<file path="config.mk">
export PLATFORM = sky130hd
export DESIGN_NAME = qspi_reg_file
export DESIGN_NICKNAME = d
export VERILOG_FILES = /design/src/hdl/qspi_pkg.sv /design/src/hdl/qspi_reg_file.sv
export SDC_FILE = /design/constraint.sdc
export NUM_CORES = 1
export LEC_CHECK = 0
export BUFFER_PORTS_ARGS = -buffer_cell sky130_fd_sc_hd__buf_2
export CAP_MARGIN = 20
export CELL_PAD_IN_SITES_DETAIL_PLACEMENT = 0
export CELL_PAD_IN_SITES_GLOBAL_PLACEMENT = 1
export CORE_MARGIN = 2
export CORE_UTILIZATION = 40
export CTS_BUF_LIST = sky130_fd_sc_hd__clkbuf_8
export CTS_CLUSTER_DIAMETER = 30
export CTS_CLUSTER_SIZE = 20
export DETAILED_ROUTE_END_ITERATION = 10
export HOLD_SLACK_MARGIN = 0.02
export PLACE_DENSITY = 0.71
export SETUP_SLACK_MARGIN = 0.1
export SKIP_LAST_GASP = 1
export SYNTH_ARGS = -nofsm -noshare
export SYNTH_HDL_FRONTEND = slang
export SYNTH_SLANG_ARGS = --single-unit
</file>
<file path="constraint.sdc">
create_clock -name clk_i -period 2.05 [get_ports clk_i]
set_clock_uncertainty 0.2 [all_clocks]
set_input_delay 0.41 -clock clk_i [delete_from_list [all_inputs] [get_ports clk_i]]
set_output_delay 0.41 -clock clk_i [all_outputs]
set_load 0.02 [all_outputs]
</file>
<file path="src/hdl/qspi_pkg.sv">
`default_nettype none

package qspi_pkg;

    typedef logic [31:0] word_t;
    typedef logic [3:0]  byte_en_t;
    typedef logic [3:0]  reg_idx_t;
    typedef logic [5:0]  prescale_t;
    typedef logic [4:0]  dummy_t;
    typedef logic [4:0]  size_t;

    typedef enum logic [1:0] {
        LANE_NONE,
        LANE_X1,
        LANE_X2,
        LANE_X4
    } lane_mode_e;

    // Control register, listed from bit 31 down to bit 0
    typedef struct packed {
        logic       start;
        prescale_t  prescale;
        logic [2:0] spare;
        logic       addr_en;
        size_t      size;
        dummy_t     dummy;
        logic       write;
        lane_mode_e mode;
        logic [7:0] cmd;
    } ccr_t;

    typedef struct packed {
        logic     read;
        logic     write;
        reg_idx_t idx;
        byte_en_t be;
        word_t    wdata;
    } mem_req_t;

    typedef enum logic [2:0] {
        ST_IDLE,
        ST_CMD,
        ST_ADDR,
        ST_DUMMY,
        ST_DATA,
        ST_FETCH,
        ST_STORE,
        ST_END
    } engine_state_e;

    //////////////////////////////
    // Register map
    //////////////////////////////

    localparam int       DR_WORDS = 8;
    localparam reg_idx_t REG_CCR  = 4'd0;
    localparam reg_idx_t REG_ADR  = 4'd1;
    localparam reg_idx_t REG_DR0  = 4'd2;
    localparam reg_idx_t REG_STA  = REG_DR0 + 4'(DR_WORDS);
    localparam int       NUM_REGS = int'(REG_STA) + 1;

    // Status words written by the engine, busy in bit 0 and done in bit 1
    localparam word_t STA_BUSY = 32'h0000_0001;
    localparam word_t STA_DONE = 32'h0000_0002;

endpackage

`default_nettype wire

</file>
<file path="src/hdl/qspi_reg_file.sv">
`default_nettype none

module qspi_reg_file (
    input  wire                     clk_i,
    input  wire                     arst_n_i,
    input  wire qspi_pkg::mem_req_t req_i,
    output qspi_pkg::word_t         rdata_o,
    output qspi_pkg::ccr_t          ccr_o,
    output logic [23:0]             addr_o,
    output logic                    ccr_wr_o
);
    import qspi_pkg::*;

    word_t regs [NUM_REGS];
    word_t rdata_q;
    logic  ccr_wr_q;
    logic  in_range;

    // Indices 11 to 15 are holes in the map
    assign in_range = int'(req_i.idx) < NUM_REGS;

    always_ff @(posedge clk_i or negedge arst_n_i) begin
        if (!arst_n_i) begin
            for (int i = 0; i < NUM_REGS; i++) begin
                regs[i] <= '0;
            end
        end else if (req_i.write && in_range) begin
            for (int b = 0; b < 4; b++) begin
                if (req_i.be[b]) begin
                    regs[req_i.idx][8*b +: 8] <= req_i.wdata[8*b +: 8];
                end
            end
        end
    end

    // Read port holds its last word between reads
    always_ff @(posedge clk_i or negedge arst_n_i) begin
        if (!arst_n_i) begin
            rdata_q <= '0;
        end else if (req_i.read) begin
            rdata_q <= in_range ? regs[req_i.idx] : '0;
        end
    end

    // The start bit lives in byte 3, so only a write of that byte can launch a transfer
    always_ff @(posedge clk_i or negedge arst_n_i) begin
        if (!arst_n_i) begin
            ccr_wr_q <= 1'b0;
        end else begin
            ccr_wr_q <= req_i.write && req_i.idx == REG_CCR && req_i.be[3];
        end
    end

    assign rdata_o  = rdata_q;
    assign ccr_o    = ccr_t'(regs[REG_CCR]);
    assign addr_o   = regs[REG_ADR][23:0];
    assign ccr_wr_o = ccr_wr_q;

endmodule

`default_nettype wire

</file>
## Word-level counts from Yosys, hierarchy flattened

Index checks and enable logic that the tools add are counted.

- Magnitude comparators: 3
- Multiplexer cells: 23
- Bitwise gates (word level): 1
- Reduce and logical (&&, ||, !) cells: 5

Operators with widths:

| kind | count |
|---|---|
| 352-bit two-way mux | 7 |
| 352-bit bitwise mux | 4 |
| 32-bit demux with 4-bit select | 4 |
| 32-bit binary-select mux with 4-bit select | 1 |
| 32-bit two-way mux | 4 |
| 24-bit two-way mux | 1 |
| 16-bit two-way mux | 1 |
| 8-bit two-way mux | 1 |
| 5-bit greater-or-equal comparator, second input constant | 1 |
| 5-bit by 1-bit < comparator with 1-bit output, second input constant | 1 |
| 4-bit inverter with 5-bit output | 1 |
| 1-bit logical AND | 4 |
| 4-bit zero test | 1 |
| 4-bit < comparator, second input constant | 1 |

- Bits in registers: 385
- Output and inout bits: 89
- Word-level logic and storage cells: 45

## Depth between registers and ports, before layout

Gate-level depths: netlist of run 1.

- Depth after elaboration: 16
- Depth in mapped cells: 8

## Least setup slack after synthesis of run 1

OpenSTA, ideal clock, no wires.

- Path type: input-to-reg
- Start point: input req_i[39] (netlist bit)
- End point: register regs[152] (netlist bit)
- Data arrival time: 1,607 ps
- Slack: 118 ps
- Stages: 5
- Buffers on the path: 1
- Cells stage by stage: buf_6 -> and3b_4 -> nand2_8 -> nor2_8 -> mux2_4

- Cells in the longest elaborated chain, start to end: 13
- Elaborated cells between the ends (all ways): 22

Ends and longest elaborated chain:

| element | line | RTL |
|---|---|---|
| start: declaration | qspi_reg_file.sv:6 | `input wire qspi_pkg::mem_req_t req_i,` |
| 4-bit inverter with 5-bit output (not written as such) | qspi_reg_file.sv:30 | `regs[req_i.idx][8*b +: 8] <= req_i.wdata[8*b +: 8];` |
| 32-bit demux with 4-bit select | qspi_reg_file.sv:30 |  |
| 352-bit bitwise mux | qspi_reg_file.sv:30 |  |
| 352-bit two-way mux | qspi_reg_file.sv:29 | `if (req_i.be[b]) begin` |
| 352-bit two-way mux | qspi_reg_file.sv:27 | `end else if (req_i.write && in_range) begin` |
| 352-bit bitwise mux | qspi_reg_file.sv:30 |  |
| 352-bit two-way mux | qspi_reg_file.sv:29 |  |
| 352-bit two-way mux | qspi_reg_file.sv:27 |  |
| 352-bit bitwise mux | qspi_reg_file.sv:30 |  |
| 352-bit two-way mux | qspi_reg_file.sv:29 |  |
| 352-bit two-way mux | qspi_reg_file.sv:27 |  |
| 352-bit bitwise mux | qspi_reg_file.sv:30 |  |
| 352-bit two-way mux | qspi_reg_file.sv:29 |  |
| end signal: indexed assignment | qspi_reg_file.sv:30 |  |
| end: declaration | qspi_reg_file.sv:14 | `word_t regs [NUM_REGS];` |

Several ways; a longest one is shown, not always the timed one. The select of a mux whose other input is x is not followed.
A chain may end at the register's enable or synchronous reset.

## Worst setup path in the final report of run 1

- Start point: register rdata_q[28] (netlist: rdata_o[28])
- End point: output rdata_o[28]

RTL lines:

| element | line | RTL |
|---|---|---|
| start: declaration | qspi_reg_file.sv:15 | `word_t rdata_q;` |
| start signal: assignment | qspi_reg_file.sv:41 | `rdata_q <= in_range ? regs[req_i.idx] : '0;` |
| end: declaration | qspi_reg_file.sv:7 | `output qspi_pkg::word_t rdata_o,` |

No word-level cell between the ends.

==> flow_metrics.env, run 1 <==
export IMPL_fin_util_pct=49.1
export IMPL_crit_path_max_incr_delay_ns=0.41
export IMPL_status="complete, no violations"
export IMPL_antenna_found_initial=2
export IMPL_grt_pass1_vias=12600
export IMPL_critical_path_cell_chain="buf_2"
export IMPL_viasPerCell=5.24
export IMPL_area_growth_syn_to_layout_pct=21.2
export IMPL_ir_drop_uv=537
export IMPL_cp_slowest_cell="dfrtp_1"
export IMPL_drive_gt1_share_pct=50.6
export IMPL_layout_common_cells="dfrtp_1 (385), mux2_2 (321), buf_2 (130)"
export IMPL_fill_cells=4039
export IMPL_synth_top_area_cell="dfrtp_1"
export IMPL_wl_microns=47700
export IMPL_htree_levels=3
export IMPL_synthCells=1310
export IMPL_fp_dieH_microns=218
export IMPL_fin_tns_setup_ns=0
export IMPL_final_min_clock_period_ns=1.84
export IMPL_p_per_area_nw_per_um2=1060
export IMPL_num_io_pins=133
export IMPL_worst_pin_slew_ns=0.357
export IMPL_postCtsSetupBuffers=0
export IMPL_cts_clk_slew_worst_paths_ns=0.06
export IMPL_period_share_pct=89.7
export IMPL_cts_buffers=86
export IMPL_synth_cell_types=46
export IMPL_post_synth_cell_area_avg_sq_um=14.0
export IMPL_finalHoldViolations=0
export IMPL_place_detailed_hpwl_microns=32500
export IMPL_yosys_warnings=0
export IMPL_layout_commonest_cell="dfrtp_1"
export IMPL_gp_congestion=0.792
export IMPL_clockBufferDepth=3
export IMPL_root_buffer="clkbuf_8"
export IMPL_io_buffers=132
export IMPL_grt_pass1_wl_microns=74400
export IMPL_vias=11500
export IMPL_std_cell_rows=78
export IMPL_critPathTopFamily="flip-flops"
export IMPL_syn_area_sq_um=18300
export IMPL_rsz0062_at_grt="false"
export IMPL_crit_buf_inv=1
export IMPL_grtUsageTotal_pct=20.7
export IMPL_fmax_mhz=544
export IMPL_clock_latency_ns=0.64
export IMPL_cp_data_required_time_ns=1.44
export IMPL_die_width_microns=218
export IMPL_grt_max_degree=67
export IMPL_postPlaceCellArea_sq_um=19900
export IMPL_path_max_fanout=2
export IMPL_maxCapViolCount=0
export IMPL_min_path_type="primary input to asynchronous set/reset pin"
export IMPL_start_util_pct=40.5
export IMPL_total_power_uw=23500
export IMPL_setup_viol=0
export IMPL_final_cell_area_sq_um=22200
export IMPL_numClockSinks=385
export IMPL_cp_end_kind="output port"
export IMPL_seq_area_frac_synth_pct=52.5
export IMPL_fin_nets=1564
export IMPL_cts_tree="yes"
export IMPL_grt_overflow_total=0
export IMPL_synth_seq_cells=385
export IMPL_critical_path_startpoint_type="flip-flop"
export IMPL_synth_top_area_share_pct=52.5
export IMPL_leakagePower_uw=0.0108
export IMPL_drc=0
export IMPL_netlist_top_cells_area="dfrtp_1 (53%), mux2_2 (20%), mux2i_1 (5.2%)"
export IMPL_drtPass1Iterations=5
export IMPL_wl_per_cell_microns=21.8
export IMPL_worstPathArrival_ns=1.23
export IMPL_die_area_sq_um=47600
export IMPL_ant_nets=0
export IMPL_drt_iter0_markers=532
export IMPL_core_sq_um=45300
export IMPL_drv_slew=0
export IMPL_synth_fp_nets=1354
export IMPL_relSlewSlack_pct=75.6
export IMPL_criticalPathCategory="flip-flop to output port"
==> layer usage <==
layer,wire [microns],up-vias,GRT usage (%)
met5,16,-,0
met4,1240,2,7.35
met3,1980,86,3.90
met2,23200,255,34.2
met1,21300,6006,27.2
li1,-,5135,-
==> synth_stat cells (all sizes together) <==
master / count
dfrtp: 385
mux2: 352
buf: 101
mux2i: 96
nor2: 57
nand2: 48
clkbuf: 46
mux4: 32
nor2b: 28
a21oi: 25
o21ai: 25
nor3: 22
o22ai: 19
a211o: 13
a22o: 13
a221oi: 8
and2: 7
nand3b: 7
a2111oi: 5
a32oi: 4
and3: 3
a22oi: 2
inv: 2
nand2b: 2
or3b: 2
a21o: 1
and2b: 1
and3b: 1
nor3b: 1
or2: 1
or3: 1
==> final cells by class <==
class | instances | area (sq um) | share of cell area [%]
Antenna cell | 1 | 2.50 | 0.0113
Tap cell | 600 | 751 | 3.38
Inverter | 2 | 7.51 | 0.0338
Sequential cell | 385 | 9630 | 43.4
Clock inverter | 56 | 631 | 2.84
Multi-Input combinational cell | 776 | 7760 | 34.9
Clock buffer | 101 | 1390 | 6.26
Timing Repair Buffer | 269 | 2040 | 9.18
==> state kept, by name (all words and copies together) (netlist names) <==
signal	flops
ccr_wr_o	1
rdata_o	32
regs	296
ccr_o	32
addr_o	24
==> where the power goes <==
part           total (uW)  internal (uW)  leakage (uW)  switching, uW
Clock                9820           6170       0.00106           3650
Sequential           9840           9050       0.00495            783
Combinational        3850           2040       0.00477           1820
Total               23500          17300        0.0108           6250
==> logic make-up after synthesis <==
family,Yosys count,share of synthesized area [%]
flip-flops,385,52.5
multiplexers,480,31.1
buffers and inverters,149,5.16
AND/OR/NAND/NOR,181,6.95
AO/OA/AOI/OAI,115,4.24
==> per-stage QoR <==
stage                     setup slack [ns]  std cells  hold WS (ns)
final                                0.211       2190        0.0642
after floorplan                      0.118       1310       -0.0856
after detailed placement            -0.172       1998         0.112
after global routing                 0.149       2190        0.0474
after CTS                            0.166       2189        0.0442
after global placement              -0.154       1998         0.111
==> path summary, 6_finish.rpt <==
path,startpoint,endpoint,slack (ns),cells after the start
min reg2reg,regs[128],regs[128],0.28,1
min,arst_n_i,ccr_o[22],0.06,2
max in group asynchronous,arst_n_i,regs[83],0.90,3
min in group clk_i,req_i[35],regs[60],0.17,4
max,rdata_o[28],rdata_o[28],0.21,1
max reg2reg,ccr_o[1],rdata_o[1],0.36,4
==> repair_timing <==
| item | 4_1_cts | 5_1_grt |
|---|---|---|
| hold buffers | 34 | 0 |
| resized for setup | 0 | 0 |
| endpoints found under the hold margin | 718 | 0 |
Power figures use the tool's default switching activity.
==> run 2: changes to the inputs <==
--- a/config.mk
+++ b/config.mk
@@ -5,6 +5,7 @@
 export SDC_FILE = /design/constraint.sdc
 export NUM_CORES = 1
 export LEC_CHECK = 0
+export ABC_AREA = 1
 export BUFFER_PORTS_ARGS = -buffer_cell sky130_fd_sc_hd__buf_2
 export CAP_MARGIN = 20
 export CELL_PAD_IN_SITES_DETAIL_PLACEMENT = 0
@@ -16,7 +17,7 @@
 export CTS_CLUSTER_SIZE = 20
 export DETAILED_ROUTE_END_ITERATION = 10
 export HOLD_SLACK_MARGIN = 0.02
-export PLACE_DENSITY = 0.71
+export PLACE_DENSITY = 0.78
 export SETUP_SLACK_MARGIN = 0.1
 export SKIP_LAST_GASP = 1
 export SYNTH_ARGS = -nofsm -noshare
==> run 2 against run 1 <==
  * Worst setup slack got worse by 0.049 ns
  * Combinational power shrank 6.8%
  * Clock-buffer cell count up 15
  * Die area increased by 2.4%
  * Via count up 49%
  * Flip-flop and latch count did not move
  * Final cell count up 61%
  * Total power up 1.4%
  * Critical path type unchanged
  * Largest power group is now the clock network
==> flow_metrics.env, run 2 <==
export IMPL_start_util_pct=40.4
export IMPL_wl_per_cell_microns=16.2
export IMPL_syn_area_sq_um=18800
export IMPL_fin_util_pct=50.4
export IMPL_cp_slowest_cell="dfrtp_1"
export IMPL_drive_gt1_share_pct=18.2
export IMPL_hold_ws_ns=0.164
export IMPL_antenna_found_initial=1
export IMPL_criticalPathCategory="flip-flop to output port"
export IMPL_grt_pass1_vias=17300
export IMPL_grt_overflow_total=0
export IMPL_vias=17100
export IMPL_synthCells=2609
export IMPL_synth_cell_types=18
export IMPL_hp_start="req_i[32]"
export IMPL_clockBufferDepth=3
export IMPL_r2r_start="ccr_o[4]"
export IMPL_area_growth_syn_to_layout_pct=24.6
export IMPL_swShare_pct=29.6
export IMPL_rsz0062_at_grt="false"
export IMPL_worstPathArrival_ns=1.28
export IMPL_combPwrFrac_pct=15.0
export IMPL_post_synth_cell_area_avg_sq_um=7.20
export IMPL_cts_resized=0
export IMPL_fin_ws_ns=0.162
export IMPL_grt_max_degree=63
export IMPL_htree_levels=3
export IMPL_cp_data_required_time_ns=1.44
export IMPL_cts_tree="yes"
export IMPL_worst_pin_slew_ns=0.627
export IMPL_crit_buf_inv=1
export IMPL_die_width_microns=221
export IMPL_synth_seq_cells=385
export IMPL_viasPerCell=4.84
export IMPL_status="complete, no violations"
export IMPL_fmax_mhz=530
export IMPL_pwr_share_clk_pct=44.7
export IMPL_std_cell_rows=79
export IMPL_fp_dieH_microns=221
export IMPL_largest_register="regs"
export IMPL_num_io_pins=133
export IMPL_root_buffer="clkbuf_8"
export IMPL_dp_slack_ns=-0.0689
export IMPL_critPathTopFamily="flip-flops"
export IMPL_min_path_type="primary input to flip-flop"
export IMPL_ir_drop_uv=698
export IMPL_sequentialPowerShare_pct=40.2
export IMPL_path_max_fanout=3
export IMPL_antenna_cells=0
export IMPL_crit_path_max_incr_delay_ns=0.42
export IMPL_largest_register_ffs=296
export IMPL_postPlaceCellArea_sq_um=20800
export IMPL_grtUsageTotal_pct=24.2
export IMPL_die_area_sq_um=48700
export IMPL_synth_edf_count=0
export IMPL_ant_nets=0
export IMPL_cts_buffers=96
export IMPL_setup_viol=0
export IMPL_critical_path_cell_chain="buf_2"
export IMPL_finalHoldViolations=0
export IMPL_yosysMostFrequentCell="nand2_1"
export IMPL_final_min_clock_period_ns=1.89
export IMPL_synth_commonest_cells="nand2_1 (1686), dfrtp_1 (385), nand3_1 (115)"
export IMPL_fill_cells=4715
export IMPL_cp_end_kind="output port"
export IMPL_synth_top_area_share_pct=51.3
export IMPL_drc=0
export IMPL_drv_slew=0
export IMPL_io_buffers=132
export IMPL_synth_fp_nets=2653
export IMPL_grt_pass1_wl_microns=92400
export IMPL_r2r_end="rdata_o[4]"
export IMPL_numClockSinks=385
export IMPL_period_share_pct=92.1
export IMPL_synth_top_flop_cell="dfrtp_1"
export IMPL_synth_top_area_cell="dfrtp_1"
export IMPL_cts_clk_slew_worst_paths_ns=0.06
export IMPL_seq_area_frac_synth_pct=51.3
export IMPL_core_sq_um=46500
export IMPL_switchingPower_uw=7070
export IMPL_drt_iter0_markers=1268
export IMPL_total_power_uw=23800
export IMPL_worstHoldPathCells=6
export IMPL_critical_path_startpoint_type="flip-flop"
export IMPL_min_to="regs[135]"
export IMPL_leakagePower_uw=0.0130
export IMPL_rr_worst_depth=8
export IMPL_gp_congestion=0.830
export IMPL_final_cell_area_sq_um=23400
export IMPL_yosys_warnings=0
export IMPL_netlist_top_cells_area="dfrtp_1 (51%), nand2_1 (34%), nand3_1 (3.1%)"
export IMPL_clock_latency_ns=0.68
export IMPL_fin_nets=2878
export IMPL_maxCapViolCount=0
export IMPL_wl_microns=56900
export IMPL_p_int_uw=16800
export IMPL_drtPass1Iterations=7
export IMPL_layout_commonest_cell="nand2_1"
export IMPL_p_per_area_nw_per_um2=1020
export IMPL_ff2ff_setup_slack_ns=0.66
export IMPL_place_detailed_hpwl_microns=38000
export IMPL_relSlewSlack_pct=58.2
export IMPL_async_flop_share_pct=100
export IMPL_layout_common_cells="nand2_1 (1686), dfrtp_1 (385), buf_2 (129)"
## run 2: changes by cell type in the layout (fill, tap and decap cells not counted), moves of 24 or more
cell,before,now
nand2_1,15,1686
mux2_2,321,0
nand3_1,0,115
mux2i_1,96,0
o21ai_1,6,71
inv_2,0,46
inv_1,15,48
nor2_1,40,7
mux4_2,32,0
nor2_4,1,31
nor2b_1,26,0
a21oi_1,24,0
nand2_2,28,4
## run 2: worst max path at each step
| stage | slack [ns] | to | start | cells after the start |
|---|---|---|---|---|
| after CTS | 0.11 | ccr_o[15] | ccr_o[15] | 1 |
| after global routing | 0.12 | ccr_o[1] | ccr_o[1] | 1 |
| after global placement | -0.06 | ccr_o[15] | req_i[36] | 11 |
| final | 0.16 | ccr_o[1] | ccr_o[1] | 1 |
| after floorplan | 0.20 | addr_o[10] | req_i[37] | 12 |
| after detailed placement | -0.07 | ccr_o[15] | req_i[36] | 11 |
## run 2: what timing repair did
item | 4_1_cts | 5_1_grt
setup buffers | 0 | 0
hold endpoints to repair | 735 | 0
setup endpoints to repair | 0 | 0
hold buffers | 35 | 0
## run 2: cell type report
class	instances	area [sq um]	area share (%)
flip-flops and latches	385	9630	41.2
repair buffers	306	2540	10.8
multi-input cells	1958	7900	33.7
well taps	607	759	3.24
inverters	87	330	1.41
clock inverters	66	653	2.79
clock buffers	116	1600	6.82
## run 2: power groups by stage
stage,clock network [uW],logic [uW],registers (uW)
after floorplan,0,2510,9610
final,10700,3590,9590
after global placement,0,3490,9670
after detailed placement,0,3570,9690
after global routing,11300,4130,9730
after CTS,10900,3640,9580
## run 2: metal layers
| metal | GRT usage (%) | vias up | share of wire (%) |
|---|---|---|---|
| met4 | 8.49 | 2 | 2.3 |
| met2 | 38.7 | 426 | 46 |
| met3 | 4.56 | 92 | 5.5 |
| met5 | 0 | - | 0.023 |
| met1 | 32.9 | 8150 | 46 |
| li1 | - | 8386 | - |
## run 2: stage by stage
step	cells	setup TNS (ns)
after floorplan	2609	0
after global placement	3308	-0.248
after detailed placement	3308	-0.270
final	3525	0
after global routing	3525	0
after CTS	3525	0
## run 2: kinds of logic (layout without fill, tap and decap cells)
group                  after synthesis  in the layout  synth area share [%]
and+or+nand+nor                   1847           1847                  39.0
AOI/OAI and AO/OA                  111            111                  3.02
buffers and inverters              266            575                  6.71
DFF                                385            385                  51.3
## run 2: worst reg2reg max path, stage by stage, from the launching register on
cell and delay, ns:
dfrtp_1 0.36, inv_1 0.06, o21ai_0 0.25, nand2_1 0.10, nand2_1 0.07, nand2_1 0.05, nand3_1 0.07, nand2_1 0.07
nand2_1 0.08
